===== src/logic/gb_bus_pkg.sv =====
`default_nettype none

package gb_bus_pkg;

	localparam int ADDR_W = 16;
	localparam int DATA_W = 8;

	localparam logic [ADDR_W-1:0] WRAM_BASE = 16'hc000;
	localparam int                WRAM_AW   = 13; // 8 KiB.

	localparam logic [ADDR_W-1:0] OAM_BASE = 16'hfe00;
	localparam int                OAM_LEN  = 160;

	localparam logic [7:0] IO_PAGE       = 8'hff;
	localparam logic [7:0] DMA_REG_INDEX = 8'h46;

	localparam logic [DATA_W-1:0] OPEN_BUS = 8'hff;

	localparam logic [ADDR_W-1:0] WRAM_LAST = ADDR_W'(WRAM_BASE + 2**WRAM_AW - 1);
	localparam logic [ADDR_W-1:0] OAM_LAST  = ADDR_W'(OAM_BASE + OAM_LEN - 1);

	typedef enum logic [1:0] {
		region_none,
		region_wram,
		region_oam,
		region_dma_reg
	} region_e;

	typedef union packed {
		logic [ADDR_W-1:0] full;
		struct packed {
			logic [7:0] page;
			logic [7:0] index; // Register offset on the I/O page.
		} io;
	} cpu_addr_u;

	typedef struct packed {
		logic              en;
		logic              we;
		cpu_addr_u         addr;
		logic [DATA_W-1:0] wdata;
	} mem_req_t;

	function automatic region_e decode_region(cpu_addr_u a);
		region_e r;
		r = region_none;
		if (a.full >= WRAM_BASE && a.full <= WRAM_LAST)
			r = region_wram;
		else if (a.full >= OAM_BASE && a.full <= OAM_LAST)
			r = region_oam;
		else if (a.io.page == IO_PAGE && a.io.index == DMA_REG_INDEX)
			r = region_dma_reg;
		return r;
	endfunction

endpackage

`default_nettype wire

===== src/logic/wb_cpu_port.sv =====
`timescale 1ns/1ps
`default_nettype none

module wb_cpu_port (
	input  wire                           gbclk,
	input  wire                           rst,
	input  wire                           cyc,
	input  wire                           stb,
	input  wire                           we,
	input  wire gb_bus_pkg::cpu_addr_u    adr,
	input  wire [gb_bus_pkg::DATA_W-1:0]  dat_w,
	output logic [gb_bus_pkg::DATA_W-1:0] dat_r,
	output logic                          ack,
	output gb_bus_pkg::mem_req_t          cpu_req,
	input  wire [gb_bus_pkg::DATA_W-1:0]  cpu_rdata,
	input  wire                           cpu_blocked,
	output logic                          dma_start,
	output logic                    [7:0] dma_page,
	input  wire                     [7:0] dma_reg
);

	import gb_bus_pkg::*;

	logic    new_access; // Strobe not yet acknowledged.
	region_e region;
	region_e region_q;
	logic    is_mem;

	assign new_access = cyc && stb && !ack;
	assign region     = decode_region(adr);
	assign is_mem     = region == region_wram || region == region_oam;

	always_comb begin
		cpu_req       = '0;
		cpu_req.en    = new_access && is_mem;
		cpu_req.we    = we;
		cpu_req.addr  = adr;
		cpu_req.wdata = dat_w;
	end

	assign dma_start = new_access && we && region == region_dma_reg;
	assign dma_page  = dat_w;

	always_ff @(posedge gbclk) begin
		if (rst) begin
			ack      <= 1'b0;
			region_q <= region_none;
		end else begin
			ack <= new_access;
			if (new_access)
				region_q <= region;
		end
	end

	// Read result lines up with ack.
	always_comb begin
		case (region_q)
		region_wram, region_oam:
			dat_r = cpu_blocked ? OPEN_BUS : cpu_rdata;
		region_dma_reg:
			dat_r = dma_reg;
		default:
			dat_r = OPEN_BUS; // Unmapped.
		endcase
	end

endmodule

`default_nettype wire


===== config.mk =====
export PLATFORM = sky130hd
export DESIGN_NAME = wb_cpu_port
export DESIGN_NICKNAME = d
export VERILOG_FILES = /design/src/logic/gb_bus_pkg.sv /design/src/logic/wb_cpu_port.sv
export SDC_FILE = /design/constraint.sdc
export NUM_CORES = 1
export LEC_CHECK = 0
export BUFFER_PORTS_ARGS = -buffer_cell sky130_fd_sc_hd__buf_2
export CORE_AREA = 2 2 50 52
export DETAILED_ROUTE_END_ITERATION = 8
export DIE_AREA = 0 0 52 54
export GPL_TIMING_DRIVEN = 0
export HOLD_SLACK_MARGIN = 0.15
export PLACE_DENSITY = 0.73
export SYNTH_ARGS = -nofsm -noshare
export SYNTH_HDL_FRONTEND = slang
export SYNTH_SLANG_ARGS = --single-unit

===== constraint.sdc =====
create_clock -name gbclk -period 1.66 [get_ports gbclk]
set_input_delay 0.332 -clock gbclk [delete_from_list [all_inputs] [get_ports gbclk]]
set_output_delay 0.332 -clock gbclk [all_outputs]
set_load 0.05 [all_outputs]

==> results.md <==
- Number of hold violations in the final report: 0
- Total Negative Setup Slacks: -0.320 ns
- Master cell of the clock root buffer: clkbuf_4
- Rows: 18
- Worst reg2reg path startpoint: ack
- Met2 WL: 1020 um
- Worst Setup EP: cpu_req[25]
- Yosys cell types: 22
- Wire length of the first global-routing pass: 2880 um
- Synthesis-to-finish area growth: 86.7%
- Drt drc: 0
- Critical path depth in cells: 7
- Path class of the lowest-slack min-delay path: input pin to register
- Total vias in the final route: 885
- Number of diodes: 0
- Cell class contributing the biggest share of worst-path delay: simple AND/OR/NAND/NOR gates
- Mean cell area of the mapped netlist: 7.37 um2
- Setup repair after global routing missed its margin: true
- Total I/O pin count: 90
- Endpoint arrival time on the critical path: 1.52 ns
- Via-per-instance ratio: 4.38
- Synthesized netlist net count: 137
- Portion of the post-synthesis area used by sequential elements: 9.27%
- Die Ht: 54 um
- Starting density of the core: 27.9%
- Amount of wire on met3 after detailed routing: 242 um
- Total CTS buffers: 3
- Static Leak: 0.668 nW
- Least-Margin Pin Slew: 0.231 ns
- Number of slew-limit violations in the final report: 0
- Final antenna-violating net count: 0
- Detailed Routing Iterations Pass 1: 4
- Count of placed standard cells in the final layout, fillers left out: 202
- Setup slack of the critical path after layout: -0.187 ns
- Maximum clock frequency: 541 MHz
- CP Data Required Time: 1.33 ns
- Clock sink count: 3
- Most common library cell in the layout ignoring fill and taps: buf_2
- Cells after Synth: 88
- Max Root-Sink Buffers: 2
- Total routing usage reported by global routing: 13.1%
- Critical R2R Capture: region_q[1]
- Fraction of layout cells with a size suffix above 1: 76.7%
- Final-stage net count: 222
- Skew-Pair Late Insertion Delay: 0.23 ns
- Violations in the final reports: setup timing
- Highest routed layer: met4
- WS Path Type: input pin to output port
- Die extent in x: 52 um
- Total of buffers placed on input and output ports: 81
- Setup slack of the most critical reg-to-reg path: 0.64 ns
- Die area: 0.00281 mm2
- Post-synthesis register bit count: 3
- Number of DRC markers in iteration 0: 7
- Dominant cell type by count on the critical path: buf_8
- IR drop worst, VDD: 0.272 mV
- Number of hold buffers added after CTS: 0
- GRT Residual Overflow: 0
- Post-synth design cell area: 648 um2
- Maximum number of pins on one net before global-route repair: 9
- Antenna violations before repair: 0
- Crit-path slowest cell: nor4b_4
- Highest-count cells in the layout ignoring fill and taps: 69 x buf_2, 40 x buf_4, 9 x nand2_1, 8 x o21ai_0, 8 x a21oi_1
- Run status: finished, violations left
- Worst clock skew: 0.000610 ns
- Count of H-tree levels built during CTS: 1
- Worst path bufs/invs: 2
- Routability cong.: 0.648
- Critical path's largest stage delay: 0.29 ns
- Via count of the first global-routing pass: 787
- Placed cell count: 199
- Total routed wirelength: 1970 um
- Number of warnings reported in the yosys synthesis log: 0
- Max transition margin: 84.5%
- FILL cells: 222
- Sort of element at the start of the critical path: input pin
- Clock-pin transition on the worst setup and hold timing paths: 0.04 ns
- CTS tree: done
- Post-placement worst setup slack: -0.323 ns
- Largest driver fanout on the critical path: 3
- Worst Setup SP: adr[5]
- Routed met1 length: 687 um
- Final HPWL from detailed placement: 1700 um
- Shortest period the worst path allows: 1.85 ns
- Detail-routed net length per standard cell: 9.74 um
- Setup Viol. Count Final: 2
- Total of max-cap violations: 0
- Post-route clock period utilization: 111%
- Cell count of the worst reg-to-reg path: 3
- Category of the worst setup path capture point: output port
- PwrDens: 527 mW/mm2
- Tot Pwr: 638 uW
- Crit-path cells: buf_8, nor4b_4, nand4_1, o21ai_1, ha_1, and2_4, buf_8
- Core area: 0.00232 mm2
-- Yosys cell counts --
cell,instances,area (um2)
and3b_1,1,8.76
inv_1,3,11.3
and4_1,2,17.5
a21oi_1,8,40.0
ha_1,3,37.5
o21ai_0,10,50.1
o41ai_2,1,16.3
and2_1,1,6.26
or3_1,1,6.26
o21a_1,1,7.51
a22oi_2,1,12.5
a221oi_2,1,15.0
and4bb_2,1,12.5
clkbuf_1,2,7.51
nor4b_4,1,23.8
dfxtp_1,3,60.1
nand3b_1,1,7.51
nand2_1,9,33.8
and3_1,1,6.26
buf_4,33,248
nand4_1,2,12.5
nor2_1,2,7.51
-- state kept, by name (all words and copies together), names as in the netlist --
name      count
region_q      2
ack           1
-- through the flow --
step	hold WS, ns	cell area [um2]	util (%)
2_1_floorplan	0.398	656	-
3_3_place_gp	0.494	1100	47.4
3_5_place_dp	0.516	1100	47.4
4_1_cts	0.322	1190	51.5
5_1_grt	0.333	1210	52.2
6_report	0.320	1210	52.2
-- layout make-up --
class | count | area [um2] | share of cell area, %
clock buffer | 4 | 26.3 | 2.17
tap | 30 | 37.5 | 3.10
buffer | 33 | 248 | 20.5
multi-input combinational | 47 | 348 | 28.7
inverter | 3 | 11.3 | 0.931
timing repair buffer | 82 | 477 | 39.4
sequential | 3 | 62.6 | 5.17
-- cells by family after synthesis --
logic type               count (synthesis)  synth area share [%]
AO/OA/AOI/OAI                           22                  21.8
adder cells (fa/ha/maj)                  3                  5.79
buffers and inverters                   38                  41.1
flip-flops                               3                  9.27
AND/OR/NAND/NOR                         22                  22.0
-- where the power goes --
group	switching, mW	internal, mW	leakage [nW]
combinational	0.281	0.155	0.628
sequential	0.00152	0.0754	0.0254
clock	0.0356	0.0899	0.0150
total	0.318	0.320	0.668
-- metal layers --
metal | up-vias | GRT usage [%]
met1 | 384 | 13.0
met5 | - | 0
met3 | 2 | 2.50
met2 | 60 | 26.2
li1 | 439 | -
met4 | 0 | 6.14
-- worst register-to-register path, delay by kind of cell, from the launching register on --
kind	cells	cell delay [ns]
compound gates	1	0.06
simple gates	2	0.55
flops	1	0.32
-- timing repair --
action | 4_1_cts | 5_1_grt
setup buffers | 1 | 0
resized for setup | 21 | 9
pin swaps | 4 | 5
setup endpoints to repair | 10 | 10
-- worst min-delay path by stage --
stage                start          end  slack, ns  depth (start not counted)
2_1_floorplan          rst  region_q[0]       0.40                          1
3_3_place_gp   region_q[0]  region_q[0]       0.49                          2
3_5_place_dp   region_q[0]  region_q[0]       0.52                          2
4_1_cts                rst  region_q[0]       0.32                          2
5_1_grt                rst  region_q[0]       0.33                          2
6_report               rst  region_q[0]       0.32                          2
Note: power is estimated with default switching activity, not from simulation.
