[src/logic/gb_bus_pkg.sv]
`default_nettype none

package gb_bus_pkg;

	localparam int ADDR_W = 16;
	localparam int DATA_W = 8;

	localparam logic [ADDR_W-1:0] WRAM_BASE = 16'hc000;
	localparam int                WRAM_AW   = 13; // 8 KiB.

	localparam logic [ADDR_W-1:0] OAM_BASE = 16'hfe00;
	localparam int                OAM_LEN  = 160;

	localparam logic [7:0] IO_PAGE       = 8'hff;
	localparam logic [7:0] DMA_REG_INDEX = 8'h46;

	localparam logic [DATA_W-1:0] OPEN_BUS = 8'hff;

	localparam logic [ADDR_W-1:0] WRAM_LAST = ADDR_W'(WRAM_BASE + 2**WRAM_AW - 1);
	localparam logic [ADDR_W-1:0] OAM_LAST  = ADDR_W'(OAM_BASE + OAM_LEN - 1);

	typedef enum logic [1:0] {
		region_none,
		region_wram,
		region_oam,
		region_dma_reg
	} region_e;

	typedef union packed {
		logic [ADDR_W-1:0] full;
		struct packed {
			logic [7:0] page;
			logic [7:0] index; // Register offset on the I/O page.
		} io;
	} cpu_addr_u;

	typedef struct packed {
		logic              en;
		logic              we;
		cpu_addr_u         addr;
		logic [DATA_W-1:0] wdata;
	} mem_req_t;

	function automatic region_e decode_region(cpu_addr_u a);
		region_e r;
		r = region_none;
		if (a.full >= WRAM_BASE && a.full <= WRAM_LAST)
			r = region_wram;
		else if (a.full >= OAM_BASE && a.full <= OAM_LAST)
			r = region_oam;
		else if (a.io.page == IO_PAGE && a.io.index == DMA_REG_INDEX)
			r = region_dma_reg;
		return r;
	endfunction

endpackage

`default_nettype wire
[src/logic/oam_dma.sv]
`timescale 1ns/1ps
`default_nettype none

module oam_dma (
	input  wire                  gbclk,
	input  wire                  rst,
	input  wire                  dma_start,
	input  wire            [7:0] dma_page,
	input  wire            [7:0] dma_rdata,
	output gb_bus_pkg::mem_req_t dma_rd,
	output gb_bus_pkg::mem_req_t dma_wr,
	output logic                 dma_active,
	output logic           [7:0] dma_reg
);

	import gb_bus_pkg::*;

	logic       reading;  // Source reads still to issue.
	logic [7:0] cnt;
	logic       wr_valid; // A source byte arrives this cycle.
	logic [7:0] wr_idx;

	always_ff @(posedge gbclk) begin
		if (rst) begin
			dma_reg  <= 8'h00;
			reading  <= 1'b0;
			cnt      <= 8'h00;
			wr_valid <= 1'b0;
		end else if (dma_start) begin
			dma_reg  <= dma_page;
			reading  <= 1'b1;
			cnt      <= 8'h00;
			wr_valid <= 1'b0; // Byte of the old page is dropped.
		end else begin
			wr_valid <= reading;
			if (reading) begin
				cnt <= cnt + 8'd1;
				if (cnt == 8'(OAM_LEN - 1))
					reading <= 1'b0;
			end
		end
	end

	// OAM index trails the read counter by one cycle.
	always_ff @(posedge gbclk)
		wr_idx <= cnt;

	always_comb begin
		dma_rd             = '0;
		dma_rd.en          = reading;
		dma_rd.addr.io.page  = dma_reg;
		dma_rd.addr.io.index = cnt;

		dma_wr           = '0;
		dma_wr.en        = wr_valid;
		dma_wr.we        = wr_valid;
		dma_wr.addr.full = OAM_BASE + {8'h00, wr_idx};
		dma_wr.wdata     = dma_rdata;
	end

	assign dma_active = reading | wr_valid;

endmodule

`default_nettype wire

[config.mk]
export PLATFORM = sky130hd
export DESIGN_NAME = oam_dma
export DESIGN_NICKNAME = d
export VERILOG_FILES = /design/src/logic/gb_bus_pkg.sv /design/src/logic/oam_dma.sv
export SDC_FILE = /design/constraint.sdc
export NUM_CORES = 1
export LEC_CHECK = 0
export BUFFER_PORTS_ARGS = -buffer_cell sky130_fd_sc_hd__buf_2
export CAP_MARGIN = 20
export CORE_MARGIN = 4
export CORE_UTILIZATION = 35
export DETAILED_ROUTE_END_ITERATION = 6
export PLACE_DENSITY = 0.7
export REMOVE_ABC_BUFFERS = 1
export SLEW_MARGIN = 20
export SYNTH_ARGS = -nofsm -noshare
export SYNTH_HDL_FRONTEND = slang
export SYNTH_SLANG_ARGS = --single-unit
[constraint.sdc]
create_clock -name gbclk -period 1.38 [get_ports gbclk]
set_input_delay 0 -clock gbclk [delete_from_list [all_inputs] [get_ports gbclk]]
set_output_delay 0 -clock gbclk [all_outputs]
set_load 0.005 [all_outputs]
==> results of run 1 <==
per-stage QoR:
stage	utilization	instance area, um2
2_1_floorplan	-	910
3_3_place_gp	0.400	1230
3_5_place_dp	0.400	1230
4_1_cts	0.467	1440
5_1_grt	0.470	1450
6_report	0.470	1450
power groups by stage:
stage	clock, mW	combinational, mW	sequential, mW
2_1_floorplan	0	0.0449	0.810
3_3_place_gp	0	0.123	0.801
3_5_place_dp	0	0.126	0.802
4_1_cts	0.401	0.163	0.786
5_1_grt	0.423	0.181	0.789
6_report	0.370	0.163	0.785
cell usage after synthesis (2+ instances only):
cell type | n | area share
buf_4 | 37 | 0.24
dfxtp_1 | 26 | 0.46
nor2_1 | 14 | 0.046
mux2i_1 | 9 | 0.079
a21oi_1 | 4 | 0.018
nand2_1 | 3 | 0.0098
xor2_1 | 3 | 0.023
clkbuf_1 | 2 | 0.0066
conb_1 | 2 | 0.0066
nand3_1 | 2 | 0.0088
nand4_1 | 2 | 0.011
o21ai_0 | 2 | 0.0088
or2_2 | 2 | 0.011
or3_2 | 2 | 0.013
final cells by class:
cell class                 count  area (um2)  area share
timing repair buffer          68         438       0.303
multi-input combinational     67         385       0.266
sequential                    26         528       0.365
clock buffer                   4        36.3      0.0251
inverter                       1        3.75     0.00260
tap                           44        55.1      0.0381
cells by family after synthesis:
kind of cell / count (synthesis) / share of synthesized area
compound gates: 8 / 0.0405
xor+xnor: 4 / 0.0306
fa+ha+maj: 1 / 0.0109
buf+inv: 41 / 0.257
flops: 26 / 0.455
mux: 9 / 0.0788
other cells: 2 / 0.00657
simple gates: 28 / 0.120
worst max-delay path, delay by kind of cell (launching register included):
family	cells	cell delay [ps]
and+or+nand+nor	2	500
adders and majority gates	1	160
AOI/OAI and AO/OA	1	140
DFF	1	400
how the worst max path moves through the flow:
stage	from	endpoint	slack, ps	depth (start not counted)
CTS	cnt[1]	cnt[6]	10	4
detailed placement	cnt[1]	cnt[6]	60	4
global placement	cnt[1]	cnt[6]	130	4
floorplan	cnt[0]	cnt[6]	70	4
global route	cnt[1]	cnt[6]	2	4
finish	cnt[1]	cnt[6]	110	4
timing repair:
item,CTS,global route
hold buffers,17,0
hold endpoints to repair,9,0
setup buffers,0,0
endpoints found under the setup margin,0,2
gates resized for setup,0,5
routing by layer:
metal / wire length, um / up-vias / track usage
li1: - / 424 / -
met1: 825 / 402 / 0.106
met2: 1140 / 61 / 0.209
met3: 299 / 4 / 0.0598
met4: 22 / 0 / 0.0207
met5: 0 / - / 0
==> results_dict.tcl, run 1 <==
set metrics [dict create \
    holdPathStages 0 \
    clock_latency_ps 320 \
    min-delay-start "dma_rdata[2]" \
    reg2reg_slack_ps 110 \
    ys_warn_count 0 \
    clk_path_buf_depth 2 \
    final_cells 210 \
    r2r_end "cnt[6]" \
    cp_cell_sequence "ha_1 > nand3_1 > or3_2 > a21oi_1" \
    crit_path_max_fanout 6 \
    final_cell_mix "buf_2 (46), dfxtp_1 (22), conb_1 (17), dlygate4sd3_1 (17), nor2_1 (14)" \
    p_sw_frac 0.223 \
    cts_buffers 3 \
    core_um2 3080 \
    drc 0 \
    r2r_start "cnt[1]" \
    clock_skew_ps 16.7 \
    htree_levels 1 \
    hold_path.class "primary input to output pin" \
    max_freq_mhz 785 \
    dieHeight_um 65.2 \
    reg2reg_depth 4 \
    nets 187 \
    fin_hold_ws_ps 0.0111 \
    ys_ff_latch 26 \
    dr.first_iter.drc_count 13 \
    syn_area_um2 1140 \
    dp_cells 189 \
    routed_wl_mm 2.29 \
    finalSetupViolCount 0 \
    p_int_mw 1.02 \
    ys.flop_type "dfxtp_1" \
    portBuffers 46 \
    p_total_mw 1.32 \
    io_pins 80 \
    start_util 0.372 \
    p_sw_uw 294 \
    cts.clk_slew.worst_paths_ps 140 \
    num_vias 891 \
    grt_overflow_total 0 \
    die_width_um 65.2 \
    irDropWorstVdd_v 0.000542 \
    maxCapViolCount 0 \
    syn_area_per_cell_um2 9.61 \
    tns_ps 0 \
    crit_path_max_incr_delay_ps 410 \
    rows 20 \
    criticalPathCategory "flip-flop to flip-flop" \
    cp-start-kind "flip-flop" \
    tritoncts "done" \
    dpl_worst_slack_ps 64.0 \
    num_antenna_cells 0 \
    crit_arrival_ps 1520 \
    cts.sinks 26 \
    ys_seq_area_frac 0.455 \
    postRouteAntennaNets 0 \
    crit_path_end_kind "flip-flop" \
    hold_path_end "dma_wr[2]" \
    clockPowerShare 0.281 \
    synth.distinct_cells 23 \
    p_per_area_nw_per_um2 911 \
    dr.pass1.iters 4 \
    grt_pass1_vias 901 \
    drive_gt1_frac 0.386 \
    grt_pass1_wl_mm 3.74 \
    hold_viol 0 \
    die-area_um2 4250 \
    fill_cells 297 \
    setup_ws_ps 105 \
    maxSlewViolCount 0 \
    routedWlPerCell_um 10.9 \
    vias_per_cell 4.24 \
    fin_crit_sh 0.924 \
    critPathSlowestCell "or3_2" \
    p_comb_frac 0.124 \
    synth_cells 119 \
    root_buffer "clkbuf_4" \
    synth-edff-count 0 \
    min_period_ps 1270 \
    hpwl_mm 1.66 \
    final_common_cell "buf_2" \
    area_growth_pct 26.5 \
    place_congestion 0.744 \
    p_leak_nw 0.751 \
    grt_max_degree 15 \
    run_status "complete, no violations" \
    track_usage 0.111 \
    grt_antenna_before_repair 0 \
    rsz0062_at_grt "false" \
    worst_ep_required_time_ps 1630 \
    pwr-share-seq 0.595 \
    synthArstFlopShare 0 \
]
Note: power is estimated with default switching activity, not from simulation.
==> run 2: changes to the inputs <==
==> constraint.sdc (replaced) <==
create_clock -name gbclk -period 1.38 [get_ports gbclk]
set_input_delay 0.138 -clock gbclk [delete_from_list [all_inputs] [get_ports gbclk]]
set_output_delay 0.138 -clock gbclk [all_outputs]
set_load 0.005 [all_outputs]
==> results_dict.tcl, run 2 (synthesized netlist as in run 1, its figures left out) <==
set metrics [dict create \
    clock_latency_ps 320 \
    hold_path.class "primary input to flip-flop" \
    cts.sinks 26 \
    p_per_area_nw_per_um2 1000 \
    maxSlewViolCount 0 \
    hpwl_mm 1.66 \
    p_leak_nw 0.665 \
    irDropWorstVdd_v 0.000547 \
    htree_levels 1 \
    worst_ep_required_time_ps 1630 \
    finalSetupViolCount 0 \
    hold_path_end "dma_reg[1]" \
    area_growth_pct 11.6 \
    met3_usage 0.0564 \
    p_int_uw 992 \
    reg2reg_depth 4 \
    grt_overflow_total 0 \
    grt_pass1_wl_mm 3.43 \
    drive_gt1_frac 0.430 \
    io_pins 80 \
    nets 170 \
    cts.clk_slew.worst_paths_ps 140 \
    dieHeight_um 65.2 \
    r2r_end "cnt[6]" \
    root_buffer "clkbuf_4" \
    multi_input_area_um2 385 \
    dr.first_iter.drc_count 15 \
    groute.layer.met1.usage 0.103 \
    rows 20 \
    holdPathStages 3 \
    die-area_um2 4250 \
    postRouteAntennaNets 0 \
    hold_viol 0 \
    die_width_um 65.2 \
    min-delay-start "dma_page[1]" \
    p_sw_uw 289 \
    postLayoutCoreUtil 0.415 \
    min_period_ps 1280 \
    crit_path_max_fanout 6 \
    tritoncts "done" \
    crit_path_end_kind "flip-flop" \
    top_usage_layer "met2" \
    run_status "complete, no violations" \
    reg2reg_slack_ps 100 \
    num_vias 814 \
    clockPowerShare 0.291 \
    drc 0 \
    rsz0062_at_grt "false" \
    grt_pass1_vias 837 \
    grt_max_degree 15 \
    place_congestion 0.744 \
    p_total_mw 1.28 \
    p_sw_frac 0.226 \
    p_comb_frac 0.097 \
    grt_antenna_before_repair 0 \
    pwr-share-seq 0.612 \
    routedWlPerCell_um 10.9 \
    core_um2 3080 \
    start_util 0.372 \
    tns_ps 0 \
    vias_per_cell 4.22 \
    portBuffers 46 \
    fill_cells 322 \
    final_cell_mix "buf_2 (46), dfxtp_1 (22), conb_1 (17), nor2_1 (14), mux2i_1 (9)" \
    criticalPathCategory "flip-flop to flip-flop" \
    cts_buffers 3 \
    grt_use_met2 0.182 \
    post_cts_buffers 0 \
    max_freq_mhz 781 \
    crit_arrival_ps 1530 \
    clk_path_buf_depth 2 \
    track_usage 0.102 \
    clock_skew_ps 18.7 \
    r2r_start "cnt[1]" \
    dr.pass1.iters 4 \
    cp-start-kind "flip-flop" \
    seq_area_um2 528 \
    num_antenna_cells 0 \
    fin_crit_sh 0.928 \
    routed_wl_mm 2.11 \
    final_common_cell "buf_2" \
    maxCapViolCount 0 \
]
run 2: cell count changes in the layout (fill, tap and decap cells not counted), sizes merged:
cell | previous run | this run
dlygate4sd3 | 17 | 0
run 2: area by class of cell:
type,instances,area share
clock buffer,4,0.0284
inverter,1,0.00294
multi-input combinational,67,0.302
sequential,26,0.414
tap,44,0.0431
timing repair buffer,51,0.210
run 2: how the worst max path moves through the flow:
stage,startpoint,endpoint,slack [ps],depth (start not counted)
CTS,cnt[1],cnt[6],10,4
detailed placement,cnt[1],cnt[6],60,4
global route,cnt[1],cnt[6],5,4
finish,cnt[1],cnt[6],100,4
global placement,cnt[1],cnt[6],130,4
floorplan,cnt[0],cnt[6],70,4
run 2: per-stage QoR:
stage               cell area, um2  instances  setup WS, ps  hold WS [ps]
floorplan                      910         94          66.1           207
global placement              1230        189           125           276
detailed placement            1230        189          64.0           276
CTS                           1270        193          10.1          24.6
global route                  1280        193          5.05          27.7
finish                        1280        193           100          38.3
run 2: what timing repair did:
action	in CTS	in global routing
gates resized for setup	0	5
hold buffers	0	0
setup endpoints to repair	0	2
run 2: power groups by stage:
| stage | clock network [mW] | logic, mW | registers (mW) |
|---|---|---|---|
| global route | 0.421 | 0.139 | 0.789 |
| CTS | 0.401 | 0.125 | 0.786 |
| floorplan | 0 | 0.0449 | 0.810 |
| finish | 0.373 | 0.124 | 0.784 |
| detailed placement | 0 | 0.126 | 0.802 |
| global placement | 0 | 0.123 | 0.801 |
run 2: metal layers:
layer  wire, um  part of all wire
met4         13            0.0062
met1        789              0.37
met3        301              0.14
met5          0                 0
met2       1000              0.48
run 2: critical path: stages, from the launching register on:
cell and delay [ps]:
dfxtp_4 400, ha_1 160, nand3_1 90, or3_2 410, a21oi_1 140
